### src/rtl/mips_isa_pkg.sv
package mips_isa_pkg;

    // Primary opcodes
    localparam logic [5:0] OP_RTYPE = 6'h00;
    localparam logic [5:0] OP_J     = 6'h02;
    localparam logic [5:0] OP_JAL   = 6'h03;
    localparam logic [5:0] OP_BEQ   = 6'h04;
    localparam logic [5:0] OP_BNE   = 6'h05;
    localparam logic [5:0] OP_ADDIU = 6'h09;
    localparam logic [5:0] OP_SLTI  = 6'h0a;
    localparam logic [5:0] OP_ANDI  = 6'h0c;
    localparam logic [5:0] OP_ORI   = 6'h0d;
    localparam logic [5:0] OP_LUI   = 6'h0f;
    localparam logic [5:0] OP_LW    = 6'h23;
    localparam logic [5:0] OP_LBU   = 6'h24;
    localparam logic [5:0] OP_LHU   = 6'h25;
    localparam logic [5:0] OP_SB    = 6'h28;
    localparam logic [5:0] OP_SW    = 6'h2b;

    // R-type funct field
    localparam logic [5:0] FN_SLL_F  = 6'h00;
    localparam logic [5:0] FN_SRL_F  = 6'h02;
    localparam logic [5:0] FN_JR_F   = 6'h08;
    localparam logic [5:0] FN_ADDU_F = 6'h21;
    localparam logic [5:0] FN_SUBU_F = 6'h23;
    localparam logic [5:0] FN_AND_F  = 6'h24;
    localparam logic [5:0] FN_OR_F   = 6'h25;
    localparam logic [5:0] FN_XOR_F  = 6'h26;
    localparam logic [5:0] FN_SLT_F  = 6'h2a;

    typedef enum logic [1:0] {
        ALUOP_ADD   = 2'b00,
        ALUOP_SUB   = 2'b01,
        ALUOP_FUNCT = 2'b10,
        ALUOP_IMM   = 2'b11
    } alu_op_e;

    typedef enum logic [3:0] {
        ALU_ADD = 4'd0,
        ALU_SUB = 4'd1,
        ALU_AND = 4'd2,
        ALU_OR  = 4'd3,
        ALU_XOR = 4'd4,
        ALU_SLT = 4'd5,
        ALU_SLL = 4'd6,
        ALU_SRL = 4'd7
    } alu_fn_e;

    typedef enum logic [1:0] {
        SIZE_BYTE = 2'b00,
        SIZE_HALF = 2'b01,
        SIZE_WORD = 2'b10
    } mem_size_e;

endpackage

### src/rtl/mips_pipe_pkg.sv
package mips_pipe_pkg;

    import mips_isa_pkg::*;

    // Controls carried from ID into EX
    typedef struct packed {
        logic      valid;
        // EX
        logic      jump;
        logic      jal;
        logic      jr;
        logic      alu_src;
        alu_op_e   alu_op;
        logic      reg_dst;
        // M
        logic      branch;
        logic      nbranch;
        logic      mem_write;
        logic      mem_read;
        mem_size_e st_size;
        // WB
        logic      mem_to_reg;
        logic      reg_write;
        mem_size_e ld_size;
        logic      zero_extend;
        logic      lui;
    } id_ex_ctrl_t;

    // Controls left after EX
    typedef struct packed {
        logic      valid;
        logic      reg_write;
        logic      mem_to_reg;
        logic      mem_write;
        logic      mem_read;
        mem_size_e st_size;
        mem_size_e ld_size;
        logic      zero_extend;
        logic      redirect;
    } ex_wb_ctrl_t;

endpackage

### src/rtl/mips_decode.sv
`timescale 1ns/1ps

module mips_decode
    import mips_isa_pkg::*;
    import mips_pipe_pkg::*;
#(
    parameter int NBITS  = 32,
    parameter int RNBITS = 5
) (
    input  logic              i_valid,
    input  logic [NBITS-1:0]  i_instr,
    input  logic [NBITS-1:0]  i_pc4,
    output id_ex_ctrl_t       o_ctrl,
    output logic [NBITS-1:0]  o_ext,
    output logic [NBITS-1:0]  o_pc8,
    output logic [RNBITS-1:0] o_rs,
    output logic [RNBITS-1:0] o_rt,
    output logic [RNBITS-1:0] o_rd
);

    logic [5:0]  opcode;
    logic [5:0]  funct;
    logic [15:0] imm;
    logic        imm_zext;

    assign opcode = i_instr[31:26];
    assign funct  = i_instr[5:0];
    assign imm    = i_instr[15:0];

    assign o_rs = i_instr[25:21];
    assign o_rt = i_instr[20:16];
    assign o_rd = i_instr[15:11];

    // Logical immediates are unsigned
    assign imm_zext = (opcode == OP_ANDI) || (opcode == OP_ORI);
    assign o_ext    = imm_zext ? {{(NBITS-16){1'b0}}, imm} : {{(NBITS-16){imm[15]}}, imm};

    // Link value for jal
    assign o_pc8 = i_pc4 + NBITS'(4);

    always_comb
    begin
        o_ctrl = '0;
        if (i_valid)
        begin
            o_ctrl.valid = 1'b1;
            case (opcode)
                OP_RTYPE:
                begin
                    o_ctrl.alu_op = ALUOP_FUNCT;
                    if (funct == FN_JR_F)
                        o_ctrl.jr = 1'b1;
                    else
                    begin
                        o_ctrl.reg_dst   = 1'b1;
                        o_ctrl.reg_write = 1'b1;
                    end
                end
                OP_ADDIU:
                begin
                    o_ctrl.alu_src   = 1'b1;
                    o_ctrl.reg_write = 1'b1;
                end
                OP_ANDI, OP_ORI, OP_SLTI:
                begin
                    o_ctrl.alu_src   = 1'b1;
                    o_ctrl.alu_op    = ALUOP_IMM;
                    o_ctrl.reg_write = 1'b1;
                end
                OP_LUI:
                begin
                    o_ctrl.alu_src   = 1'b1;
                    o_ctrl.lui       = 1'b1;
                    o_ctrl.reg_write = 1'b1;
                end
                OP_LW, OP_LBU, OP_LHU:
                begin
                    o_ctrl.alu_src    = 1'b1;
                    o_ctrl.mem_read   = 1'b1;
                    o_ctrl.mem_to_reg = 1'b1;
                    o_ctrl.reg_write  = 1'b1;
                    o_ctrl.ld_size    = (opcode == OP_LW)  ? SIZE_WORD :
                                        (opcode == OP_LHU) ? SIZE_HALF : SIZE_BYTE;
                    // Narrow loads fill the upper bits with zeros
                    o_ctrl.zero_extend = (opcode != OP_LW);
                end
                OP_SW, OP_SB:
                begin
                    o_ctrl.alu_src   = 1'b1;
                    o_ctrl.mem_write = 1'b1;
                    o_ctrl.st_size   = (opcode == OP_SW) ? SIZE_WORD : SIZE_BYTE;
                end
                OP_BEQ:
                begin
                    o_ctrl.alu_op = ALUOP_SUB;
                    o_ctrl.branch = 1'b1;
                end
                OP_BNE:
                begin
                    o_ctrl.alu_op  = ALUOP_SUB;
                    o_ctrl.nbranch = 1'b1;
                end
                OP_J:
                    o_ctrl.jump = 1'b1;
                OP_JAL:
                begin
                    o_ctrl.jump      = 1'b1;
                    o_ctrl.jal       = 1'b1;
                    o_ctrl.reg_write = 1'b1;
                end
                default:
                    ;
            endcase
        end
    end

endmodule

### src/rtl/mips_regfile.sv
`timescale 1ns/1ps

module mips_regfile #(
    parameter int NBITS  = 32,
    parameter int RNBITS = 5
) (
    input  logic              i_clk,
    input  logic              i_rst_n,
    input  logic [RNBITS-1:0] i_ra1,
    input  logic [RNBITS-1:0] i_ra2,
    input  logic              i_we,
    input  logic [RNBITS-1:0] i_wa,
    input  logic [NBITS-1:0]  i_wd,
    output logic [NBITS-1:0]  o_rd1,
    output logic [NBITS-1:0]  o_rd2
);

    logic [NBITS-1:0] regs [2**RNBITS];

    always_ff @(posedge i_clk)
    begin
        if (!i_rst_n)
        begin
            for (int i = 0; i < 2**RNBITS; i++)
                regs[i] <= '0;
        end
        else if (i_we && (i_wa != '0))
            regs[i_wa] <= i_wd;
    end

    // r0 reads zero and a pending write is forwarded
    assign o_rd1 = (i_ra1 == '0)                ? '0   :
                   (i_we && (i_wa == i_ra1))    ? i_wd : regs[i_ra1];

    assign o_rd2 = (i_ra2 == '0)                ? '0   :
                   (i_we && (i_wa == i_ra2))    ? i_wd : regs[i_ra2];

endmodule

### src/rtl/mips_stage_reg.sv
`timescale 1ns/1ps

module mips_stage_reg #(
    parameter type ctrl_t = logic,
    parameter int  DW     = 32
) (
    input  logic          i_clk,
    input  logic          i_rst_n,
    input  ctrl_t         i_ctrl,
    input  logic [DW-1:0] i_data,
    output ctrl_t         o_ctrl,
    output logic [DW-1:0] o_data
);

    always_ff @(posedge i_clk)
    begin
        if (!i_rst_n)
            o_ctrl <= '0;
        else
            o_ctrl <= i_ctrl;
    end

    always_ff @(posedge i_clk)
    begin
        o_data <= i_data;
    end

endmodule

### src/rtl/mips_alu_exec.sv
`timescale 1ns/1ps

module mips_alu_exec
    import mips_isa_pkg::*;
    import mips_pipe_pkg::*;
#(
    parameter int NBITS  = 32,
    parameter int RNBITS = 5
) (
    input  id_ex_ctrl_t       i_ctrl,
    input  logic [NBITS-1:0]  i_pc4,
    input  logic [NBITS-1:0]  i_pc8,
    input  logic [NBITS-1:0]  i_instr,
    input  logic [NBITS-1:0]  i_rs_val,
    input  logic [NBITS-1:0]  i_rt_val,
    input  logic [NBITS-1:0]  i_ext,
    input  logic [RNBITS-1:0] i_rt,
    input  logic [RNBITS-1:0] i_rd,
    output ex_wb_ctrl_t       o_ctrl,
    output logic [NBITS-1:0]  o_result,
    output logic [RNBITS-1:0] o_dest,
    output logic [NBITS-1:0]  o_store_data,
    output logic [NBITS-1:0]  o_target
);

    alu_fn_e          alu_fn;
    logic [NBITS-1:0] op_b;
    logic [NBITS-1:0] alu_res;
    logic [4:0]       shamt;
    logic             zero;
    logic             take_branch;
    logic [NBITS-1:0] branch_target;
    logic [NBITS-1:0] jump_target;

    assign shamt = i_instr[10:6];

    always_comb
    begin
        case (i_ctrl.alu_op)
            ALUOP_ADD:
                alu_fn = ALU_ADD;
            ALUOP_SUB:
                alu_fn = ALU_SUB;
            ALUOP_FUNCT:
                case (i_instr[5:0])
                    FN_SUBU_F: alu_fn = ALU_SUB;
                    FN_AND_F:  alu_fn = ALU_AND;
                    FN_OR_F:   alu_fn = ALU_OR;
                    FN_XOR_F:  alu_fn = ALU_XOR;
                    FN_SLT_F:  alu_fn = ALU_SLT;
                    FN_SLL_F:  alu_fn = ALU_SLL;
                    FN_SRL_F:  alu_fn = ALU_SRL;
                    default:   alu_fn = ALU_ADD;
                endcase
            default:
                case (i_instr[31:26])
                    OP_ANDI: alu_fn = ALU_AND;
                    OP_ORI:  alu_fn = ALU_OR;
                    default: alu_fn = ALU_SLT;
                endcase
        endcase
    end

    assign op_b = i_ctrl.alu_src ? i_ext : i_rt_val;

    always_comb
    begin
        case (alu_fn)
            ALU_SUB: alu_res = i_rs_val - op_b;
            ALU_AND: alu_res = i_rs_val & op_b;
            ALU_OR:  alu_res = i_rs_val | op_b;
            ALU_XOR: alu_res = i_rs_val ^ op_b;
            ALU_SLT: alu_res = {{(NBITS-1){1'b0}}, $signed(i_rs_val) < $signed(op_b)};
            ALU_SLL: alu_res = op_b << shamt;
            ALU_SRL: alu_res = op_b >> shamt;
            default: alu_res = i_rs_val + op_b;
        endcase
    end

    assign zero = (alu_res == '0);

    assign o_result = i_ctrl.jal ? i_pc8 :
                      i_ctrl.lui ? {i_ext[15:0], {(NBITS-16){1'b0}}} : alu_res;

    assign o_dest = i_ctrl.jal     ? {RNBITS{1'b1}} :
                    i_ctrl.reg_dst ? i_rd           : i_rt;

    assign o_store_data = i_rt_val;

    // Targets
    assign take_branch   = (i_ctrl.branch && zero) || (i_ctrl.nbranch && !zero);
    assign branch_target = i_pc4 + (i_ext << 2);
    assign jump_target   = {i_pc4[NBITS-1:28], i_instr[25:0], 2'b00};

    assign o_target = i_ctrl.jr   ? i_rs_val    :
                      i_ctrl.jump ? jump_target : branch_target;

    always_comb
    begin
        o_ctrl             = '0;
        o_ctrl.valid       = i_ctrl.valid;
        o_ctrl.reg_write   = i_ctrl.reg_write;
        o_ctrl.mem_to_reg  = i_ctrl.mem_to_reg;
        o_ctrl.mem_write   = i_ctrl.mem_write;
        o_ctrl.mem_read    = i_ctrl.mem_read;
        o_ctrl.st_size     = i_ctrl.st_size;
        o_ctrl.ld_size     = i_ctrl.ld_size;
        o_ctrl.zero_extend = i_ctrl.zero_extend;
        o_ctrl.redirect    = i_ctrl.valid && (take_branch || i_ctrl.jump || i_ctrl.jr);
    end

endmodule

### src/rtl/mips_id_ex_top.sv
`timescale 1ns/1ps

module mips_id_ex_top
    import mips_isa_pkg::*;
    import mips_pipe_pkg::*;
#(
    parameter int NBITS  = 32,
    parameter int RNBITS = 5
) (
    input  logic              i_clk,
    input  logic              i_rst_n,
    input  logic              i_valid,
    input  logic [NBITS-1:0]  i_instr,
    input  logic [NBITS-1:0]  i_pc4,
    output logic              o_wb_valid,
    output logic              o_wb_we,
    output logic [RNBITS-1:0] o_wb_rd,
    output logic [NBITS-1:0]  o_wb_data,
    output logic              o_mem_we,
    output logic              o_mem_re,
    output mem_size_e         o_mem_size,
    output logic [NBITS-1:0]  o_mem_wdata,
    output mem_size_e         o_ld_size,
    output logic              o_ld_zext,
    output logic              o_redirect,
    output logic [NBITS-1:0]  o_redirect_pc
);

    localparam int ID_EX_DW = 6*NBITS + 2*RNBITS;
    localparam int EX_WB_DW = 3*NBITS + RNBITS;

    // ID
    id_ex_ctrl_t       id_ctrl;
    logic [NBITS-1:0]  id_ext;
    logic [NBITS-1:0]  id_pc8;
    logic [RNBITS-1:0] id_rs;
    logic [RNBITS-1:0] id_rt;
    logic [RNBITS-1:0] id_rd;
    logic [NBITS-1:0]  id_rs_val;
    logic [NBITS-1:0]  id_rt_val;

    // EX
    id_ex_ctrl_t       ex_ctrl;
    logic [NBITS-1:0]  ex_pc4;
    logic [NBITS-1:0]  ex_pc8;
    logic [NBITS-1:0]  ex_instr;
    logic [NBITS-1:0]  ex_rs_val;
    logic [NBITS-1:0]  ex_rt_val;
    logic [NBITS-1:0]  ex_ext;
    logic [RNBITS-1:0] ex_rt;
    logic [RNBITS-1:0] ex_rd;
    ex_wb_ctrl_t       ex_out_ctrl;
    logic [NBITS-1:0]  ex_result;
    logic [RNBITS-1:0] ex_dest;
    logic [NBITS-1:0]  ex_store_data;
    logic [NBITS-1:0]  ex_target;

    // WB
    ex_wb_ctrl_t       wb_ctrl;
    logic [NBITS-1:0]  wb_result;
    logic [RNBITS-1:0] wb_dest;
    logic [NBITS-1:0]  wb_store_data;
    logic [NBITS-1:0]  wb_target;
    logic              wb_we;

    logic [ID_EX_DW-1:0] id_ex_din;
    logic [ID_EX_DW-1:0] id_ex_dout;
    logic [EX_WB_DW-1:0] ex_wb_din;
    logic [EX_WB_DW-1:0] ex_wb_dout;

    mips_decode #(
        .NBITS  (NBITS),
        .RNBITS (RNBITS)
    ) decode_i (
        .i_valid (i_valid),
        .i_instr (i_instr),
        .i_pc4   (i_pc4),
        .o_ctrl  (id_ctrl),
        .o_ext   (id_ext),
        .o_pc8   (id_pc8),
        .o_rs    (id_rs),
        .o_rt    (id_rt),
        .o_rd    (id_rd)
    );

    mips_regfile #(
        .NBITS  (NBITS),
        .RNBITS (RNBITS)
    ) regfile_i (
        .i_clk   (i_clk),
        .i_rst_n (i_rst_n),
        .i_ra1   (id_rs),
        .i_ra2   (id_rt),
        .i_we    (wb_we),
        .i_wa    (wb_dest),
        .i_wd    (wb_result),
        .o_rd1   (id_rs_val),
        .o_rd2   (id_rt_val)
    );

    assign id_ex_din = {i_pc4, id_pc8, i_instr, id_rs_val, id_rt_val, id_ext, id_rt, id_rd};

    mips_stage_reg #(
        .ctrl_t (id_ex_ctrl_t),
        .DW     (ID_EX_DW)
    ) id_ex_i (
        .i_clk   (i_clk),
        .i_rst_n (i_rst_n),
        .i_ctrl  (id_ctrl),
        .i_data  (id_ex_din),
        .o_ctrl  (ex_ctrl),
        .o_data  (id_ex_dout)
    );

    assign {ex_pc4, ex_pc8, ex_instr, ex_rs_val, ex_rt_val, ex_ext, ex_rt, ex_rd} = id_ex_dout;

    mips_alu_exec #(
        .NBITS  (NBITS),
        .RNBITS (RNBITS)
    ) alu_exec_i (
        .i_ctrl       (ex_ctrl),
        .i_pc4        (ex_pc4),
        .i_pc8        (ex_pc8),
        .i_instr      (ex_instr),
        .i_rs_val     (ex_rs_val),
        .i_rt_val     (ex_rt_val),
        .i_ext        (ex_ext),
        .i_rt         (ex_rt),
        .i_rd         (ex_rd),
        .o_ctrl       (ex_out_ctrl),
        .o_result     (ex_result),
        .o_dest       (ex_dest),
        .o_store_data (ex_store_data),
        .o_target     (ex_target)
    );

    assign ex_wb_din = {ex_result, ex_dest, ex_store_data, ex_target};

    mips_stage_reg #(
        .ctrl_t (ex_wb_ctrl_t),
        .DW     (EX_WB_DW)
    ) ex_wb_i (
        .i_clk   (i_clk),
        .i_rst_n (i_rst_n),
        .i_ctrl  (ex_out_ctrl),
        .i_data  (ex_wb_din),
        .o_ctrl  (wb_ctrl),
        .o_data  (ex_wb_dout)
    );

    assign {wb_result, wb_dest, wb_store_data, wb_target} = ex_wb_dout;

    // Loads write back from memory, outside this slice
    assign wb_we = wb_ctrl.valid & wb_ctrl.reg_write & ~wb_ctrl.mem_to_reg;

    assign o_wb_valid    = wb_ctrl.valid;
    assign o_wb_we       = wb_we;
    assign o_wb_rd       = wb_dest;
    assign o_wb_data     = wb_result;
    assign o_mem_we      = wb_ctrl.mem_write;
    assign o_mem_re      = wb_ctrl.mem_read;
    assign o_mem_size    = wb_ctrl.st_size;
    assign o_mem_wdata   = wb_store_data;
    assign o_ld_size     = wb_ctrl.ld_size;
    assign o_ld_zext     = wb_ctrl.zero_extend;
    assign o_redirect    = wb_ctrl.redirect;
    assign o_redirect_pc = wb_target;

endmodule

### config.mk
export PLATFORM = sky130hd
export DESIGN_NAME = mips_id_ex_top
export DESIGN_NICKNAME = d
export VERILOG_FILES = /design/src/rtl/mips_isa_pkg.sv /design/src/rtl/mips_pipe_pkg.sv /design/src/rtl/mips_decode.sv /design/src/rtl/mips_regfile.sv /design/src/rtl/mips_stage_reg.sv /design/src/rtl/mips_alu_exec.sv /design/src/rtl/mips_id_ex_top.sv
export SDC_FILE = /design/constraint.sdc
export NUM_CORES = 2
export LEC_CHECK = 0
export BUFFER_PORTS_ARGS = -buffer_cell sky130_fd_sc_hd__buf_2
export CAP_MARGIN = 20
export CELL_PAD_IN_SITES_DETAIL_PLACEMENT = 1
export CELL_PAD_IN_SITES_GLOBAL_PLACEMENT = 1
export CORE_MARGIN = 2
export CORE_UTILIZATION = 44
export CTS_CLUSTER_SIZE = 12
export DETAILED_ROUTE_END_ITERATION = 8
export GPL_TIMING_DRIVEN = 0
export PLACE_DENSITY = 0.7
export SYNTH_ARGS = -nofsm -noshare
export SYNTH_HDL_FRONTEND = slang
export SYNTH_SLANG_ARGS = --single-unit
### constraint.sdc
create_clock -name i_clk -period 8.2 [get_ports i_clk]
set_clock_uncertainty 0.1 [all_clocks]
set_input_delay 1.23 -clock i_clk [delete_from_list [all_inputs] [get_ports i_clk]]
set_output_delay 1.23 -clock i_clk [all_outputs]
set_load 0.05 [all_outputs]
==> results.py <==
metrics = {
    "run_status": {
        "status": "finished clean",
    },
    "hold_path": {
        "hold_end": "ex_wb_i.o_data[48]$_DFF_P_",
        "hp-class": "register to register",
        "hold_start": "id_ex_i.o_data[58]$_SDFF_PN0_",
        "holdPathStages": 0,
    },
    "clock_tree": {
        "cts_inserted_buffers": 149,
        "hold_buffers": 0,
        "cts_buffer_depth": 3,
        "clock_latency_ns": 0.83,
        "cts_tree": "yes",
        "htreeDepth": 4,
        "clkTransAtPathRegs_ns": 0.06,
        "cts_root_buffer": "clkbuf_16",
        "clkSinkCount": 1311,
    },
    "detailed_routing": {
        "wl_um": 360100,
        "via_per_inst": 6.675,
        "wl_per_cell_um": 41.64,
        "drtIter0Drc": 7712,
        "vias": 57720,
        "dr.pass1.iters": 6,
        "route.detailed.drc": 0,
        "ant_nets": 0,
    },
    "place": {
        "postPlaceCellArea_um2": 80480,
        "port_buffers": 176,
        "place_congestion": 1.084,
        "dp_hpwl_um": 275400,
    },
    "sta": {
        "maxSlewHeadroom_pct": 5.523,
        "fin_setup_tns_ns": 0,
        "setup_viol": 0,
        "tightest_slew_ns": 1.402,
        "hold_ws_ns": 0.2542,
        "hold_viol_final": 0,
        "post-route-period-util_pct": 99.21,
        "timing.fmax_ghz": 0.1229,
        "slew_viol_final": 0,
        "min_period_ns": 8.136,
    },
    "worst_setup_path": {
        "worstPathRequired_ns": 8.76,
        "path_max_fanout": 10,
        "crit_path_end_kind": "register",
        "cp_cell_sequence": "clkbuf_1 > buf_1 > clkbuf_1 > clkbuf_1 > buf_1 > a21oi_1 > o211a_1 > o311ai_0 > o2111ai_1 > nor4_1 > nand4_1 > nor4b_1 > or4b_1 > mux2i_1 > a21boi_1",
        "r2r.worst_path.cells": 15,
        "max_stage_delay_ns": 0.86,
        "timing.rr.start": "id_ex_i.o_data[113]$_DFF_P_",
        "cp-start-kind": "register",
        "reg2reg_setup_slack_ns": 0.06,
        "cpMostUsedCell": "clkbuf_1",
        "arrival_ns": 8.70,
        "crit_slowest_cell": "buf_1",
        "crit_type": "register to register",
        "timing.rr.end": "ex_wb_i.o_ctrl[0]$_SDFF_PN0_",
    },
    "flow_run": {
        "drv_cap": 0,
    },
    "power_and_ir_drop": {
        "p_sw_share_pct": 37.35,
        "pwr-share-clk_pct": 31.7,
        "p_total_mw": 20.56,
        "power-per-cell-area_nw_per_um2": 239.7,
        "vdd_drop_max_v": 0.0002919,
        "power_report.internal_total_mw": 12.88,
        "p_sw_mw": 7.681,
        "leakage_nw": 31.81,
        "p_comb_share_pct": 27.4,
        "pwr-share-seq_pct": 40.9,
    },
    "final_layout": {
        "finalNetCount": 6515,
        "nFillCells": 17210,
        "final_cell_area_um2": 85780,
        "utilization_pct": 50.79,
        "drive_above_1_share_pct": 20.53,
        "areaGrowthSynthToFinish_pct": 15.02,
    },
    "global_route": {
        "grt_pass1_wl_um": 483700,
        "overflow": 0,
        "track_usage_pct": 41.14,
        "grt_start_max_net_pins": 29,
        "grt_pass1_vias": 58730,
        "antenna_found_initial": 25,
    },
    "synthesis": {
        "seq_area_frac_synth_pct": 48.94,
        "async_flop_share_pct": 0,
        "yosysMostFrequentCell": "edfxtp_1",
        "synth_cell_type_count": 95,
        "synthFlopType": "edfxtp_1",
        "synth.cell_area_um2": 74580,
        "ys_warn_count": 0,
        "synth_area_leaders": "edfxtp_1 41%, mux4_2 18%, and2_1 8.5%",
        "yosys.area.top_type": "edfxtp_1",
        "synth-edff-count": 1024,
        "yosys-top-cells-count": "1024 x edfxtp_1, 1016 x and2_1, 582 x mux4_2, 427 x clkbuf_1, 287 x dfxtp_1",
        "ys_ff_latch": 1311,
        "syn-mean-instance-area_um2": 12.82,
        "yosysTopAreaCellShare_pct": 41.23,
        "syn_inst": 5819,
    },
    "floorplan": {
        "chipWidth_um": 415.7,
        "placementRows": 151,
        "die_area_um2": 172800,
        "fp.dieH_um": 415.7,
        "io_pins": 178,
        "start_util_pct": 44.15,
        "coreArea_um2": 168900,
    },
}
==> sequential cells by signal, summed over array words and instances, names as in the netlist <==
name / count
id_ex_i.o_ctrl: 18
regfile_i.regs: 1024
id_ex_i.o_data: 159
ex_wb_i.o_data: 101
ex_wb_i.o_ctrl: 9
==> power by group through the flow <==
stage | clock network [mW] | registers (mW) | logic (mW)
final | 6.52 | 8.41 | 5.64
after global placement | 0 | 8.70 | 4.83
after floorplan | 0 | 8.40 | 2.44
after global routing | 6.77 | 8.38 | 5.76
after CTS | 6.52 | 8.45 | 5.22
after detailed placement | 0 | 8.58 | 5.17
==> how the worst max path moves through the flow <==
stage | startpoint | to | cells after the start
after floorplan | id_ex_i.o_ctrl[15]$_SDFF_PN0_ | ex_wb_i.o_ctrl[0]$_SDFF_PN0_ | 24
after global placement | i_rst_n | regfile_i.regs[26][18]$_SDFFCE_PN0P_ | 5
after detailed placement | id_ex_i.o_ctrl[15]$_SDFF_PN0_ | ex_wb_i.o_ctrl[0]$_SDFF_PN0_ | 22
after CTS | id_ex_i.o_ctrl[15]$_SDFF_PN0_ | ex_wb_i.o_ctrl[0]$_SDFF_PN0_ | 23
after global routing | id_ex_i.o_ctrl[15]$_SDFF_PN0_ | ex_wb_i.o_ctrl[0]$_SDFF_PN0_ | 22
final | id_ex_i.o_data[113]$_DFF_P_ | ex_wb_i.o_ctrl[0]$_SDFF_PN0_ | 15
==> per-stage QoR <==
| step | setup slack, ns | std cells |
|---|---|---|
| 6_report | 0.06440 | 8647 |
| 5_1_grt | -0.03237 | 8636 |
| 4_1_cts | 0.07847 | 8607 |
| 3_5_place_dp | -2.462 | 8340 |
| 3_3_place_gp | -2.718 | 8245 |
| 2_1_floorplan | 1.515 | 5851 |
==> critical path, delay by kind of cell (launching register included) <==
family,cells,cell delay [ns]
AO/OA/AOI/OAI,5,2.07
buffers and inverters,5,3.19
AND/OR/NAND/NOR,4,1.52
multiplexers,1,0.25
flip-flops,1,0.85
==> area by class of cell <==
class                      instances  area (µm²)  area share, %
multi-input combinational       3887       36200          42.20
buffer                           528        2101          2.449
clock inverter                    79       666.9         0.7774
clock buffer                     189        3964          4.621
antenna                           14       35.03        0.04084
sequential                      1311       36500          42.55
timing repair buffer             299        3083          3.594
inverter                         122       457.9         0.5338
tap                             2218        2775          3.235
==> placed cells by master, fill, tap and decap left out, types with 157 or more instances in the layout <==
| cell type | count |
|---|---|
| a21oi_1 | 157 |
| and2_1 | 1016 |
| buf_2 | 196 |
| clkbuf_1 | 444 |
| dfxtp_1 | 283 |
| edfxtp_1 | 1024 |
| mux2i_1 | 209 |
| mux4_2 | 582 |
| nand2_1 | 170 |
| nor2_1 | 257 |
==> timing repair <==
item	4_1_cts	5_1_grt
gates resized for setup	37	16
setup endpoints to repair	17	1
buffers inserted	0	0
==> cells by family (layout without fill, tap and decap cells) <==
kind of cell	after synthesis	after routing	synth area share [%]
simple gates	1809	1809	13.70
flops	1311	1311	48.94
compound gates	920	920	8.617
mux	875	875	21.63
buf+inv	653	1217	3.384
fa+ha+maj	150	150	2.547
xor+xnor	100	100	1.174
other cells	1	47	0.005028
==> layer usage <==
layer / vias to the layer above / routed length, µm / track usage [%]
li1: 23140 / - / -
met1: 29810 / 121400 / 46.74
met4: 18 / 42590 / 39.45
met2: 3568 / 164100 / 64.20
met3: 1180 / 31970 / 8.926
met5: - / 117 / 0
Note: power is estimated with default switching activity, not from simulation.
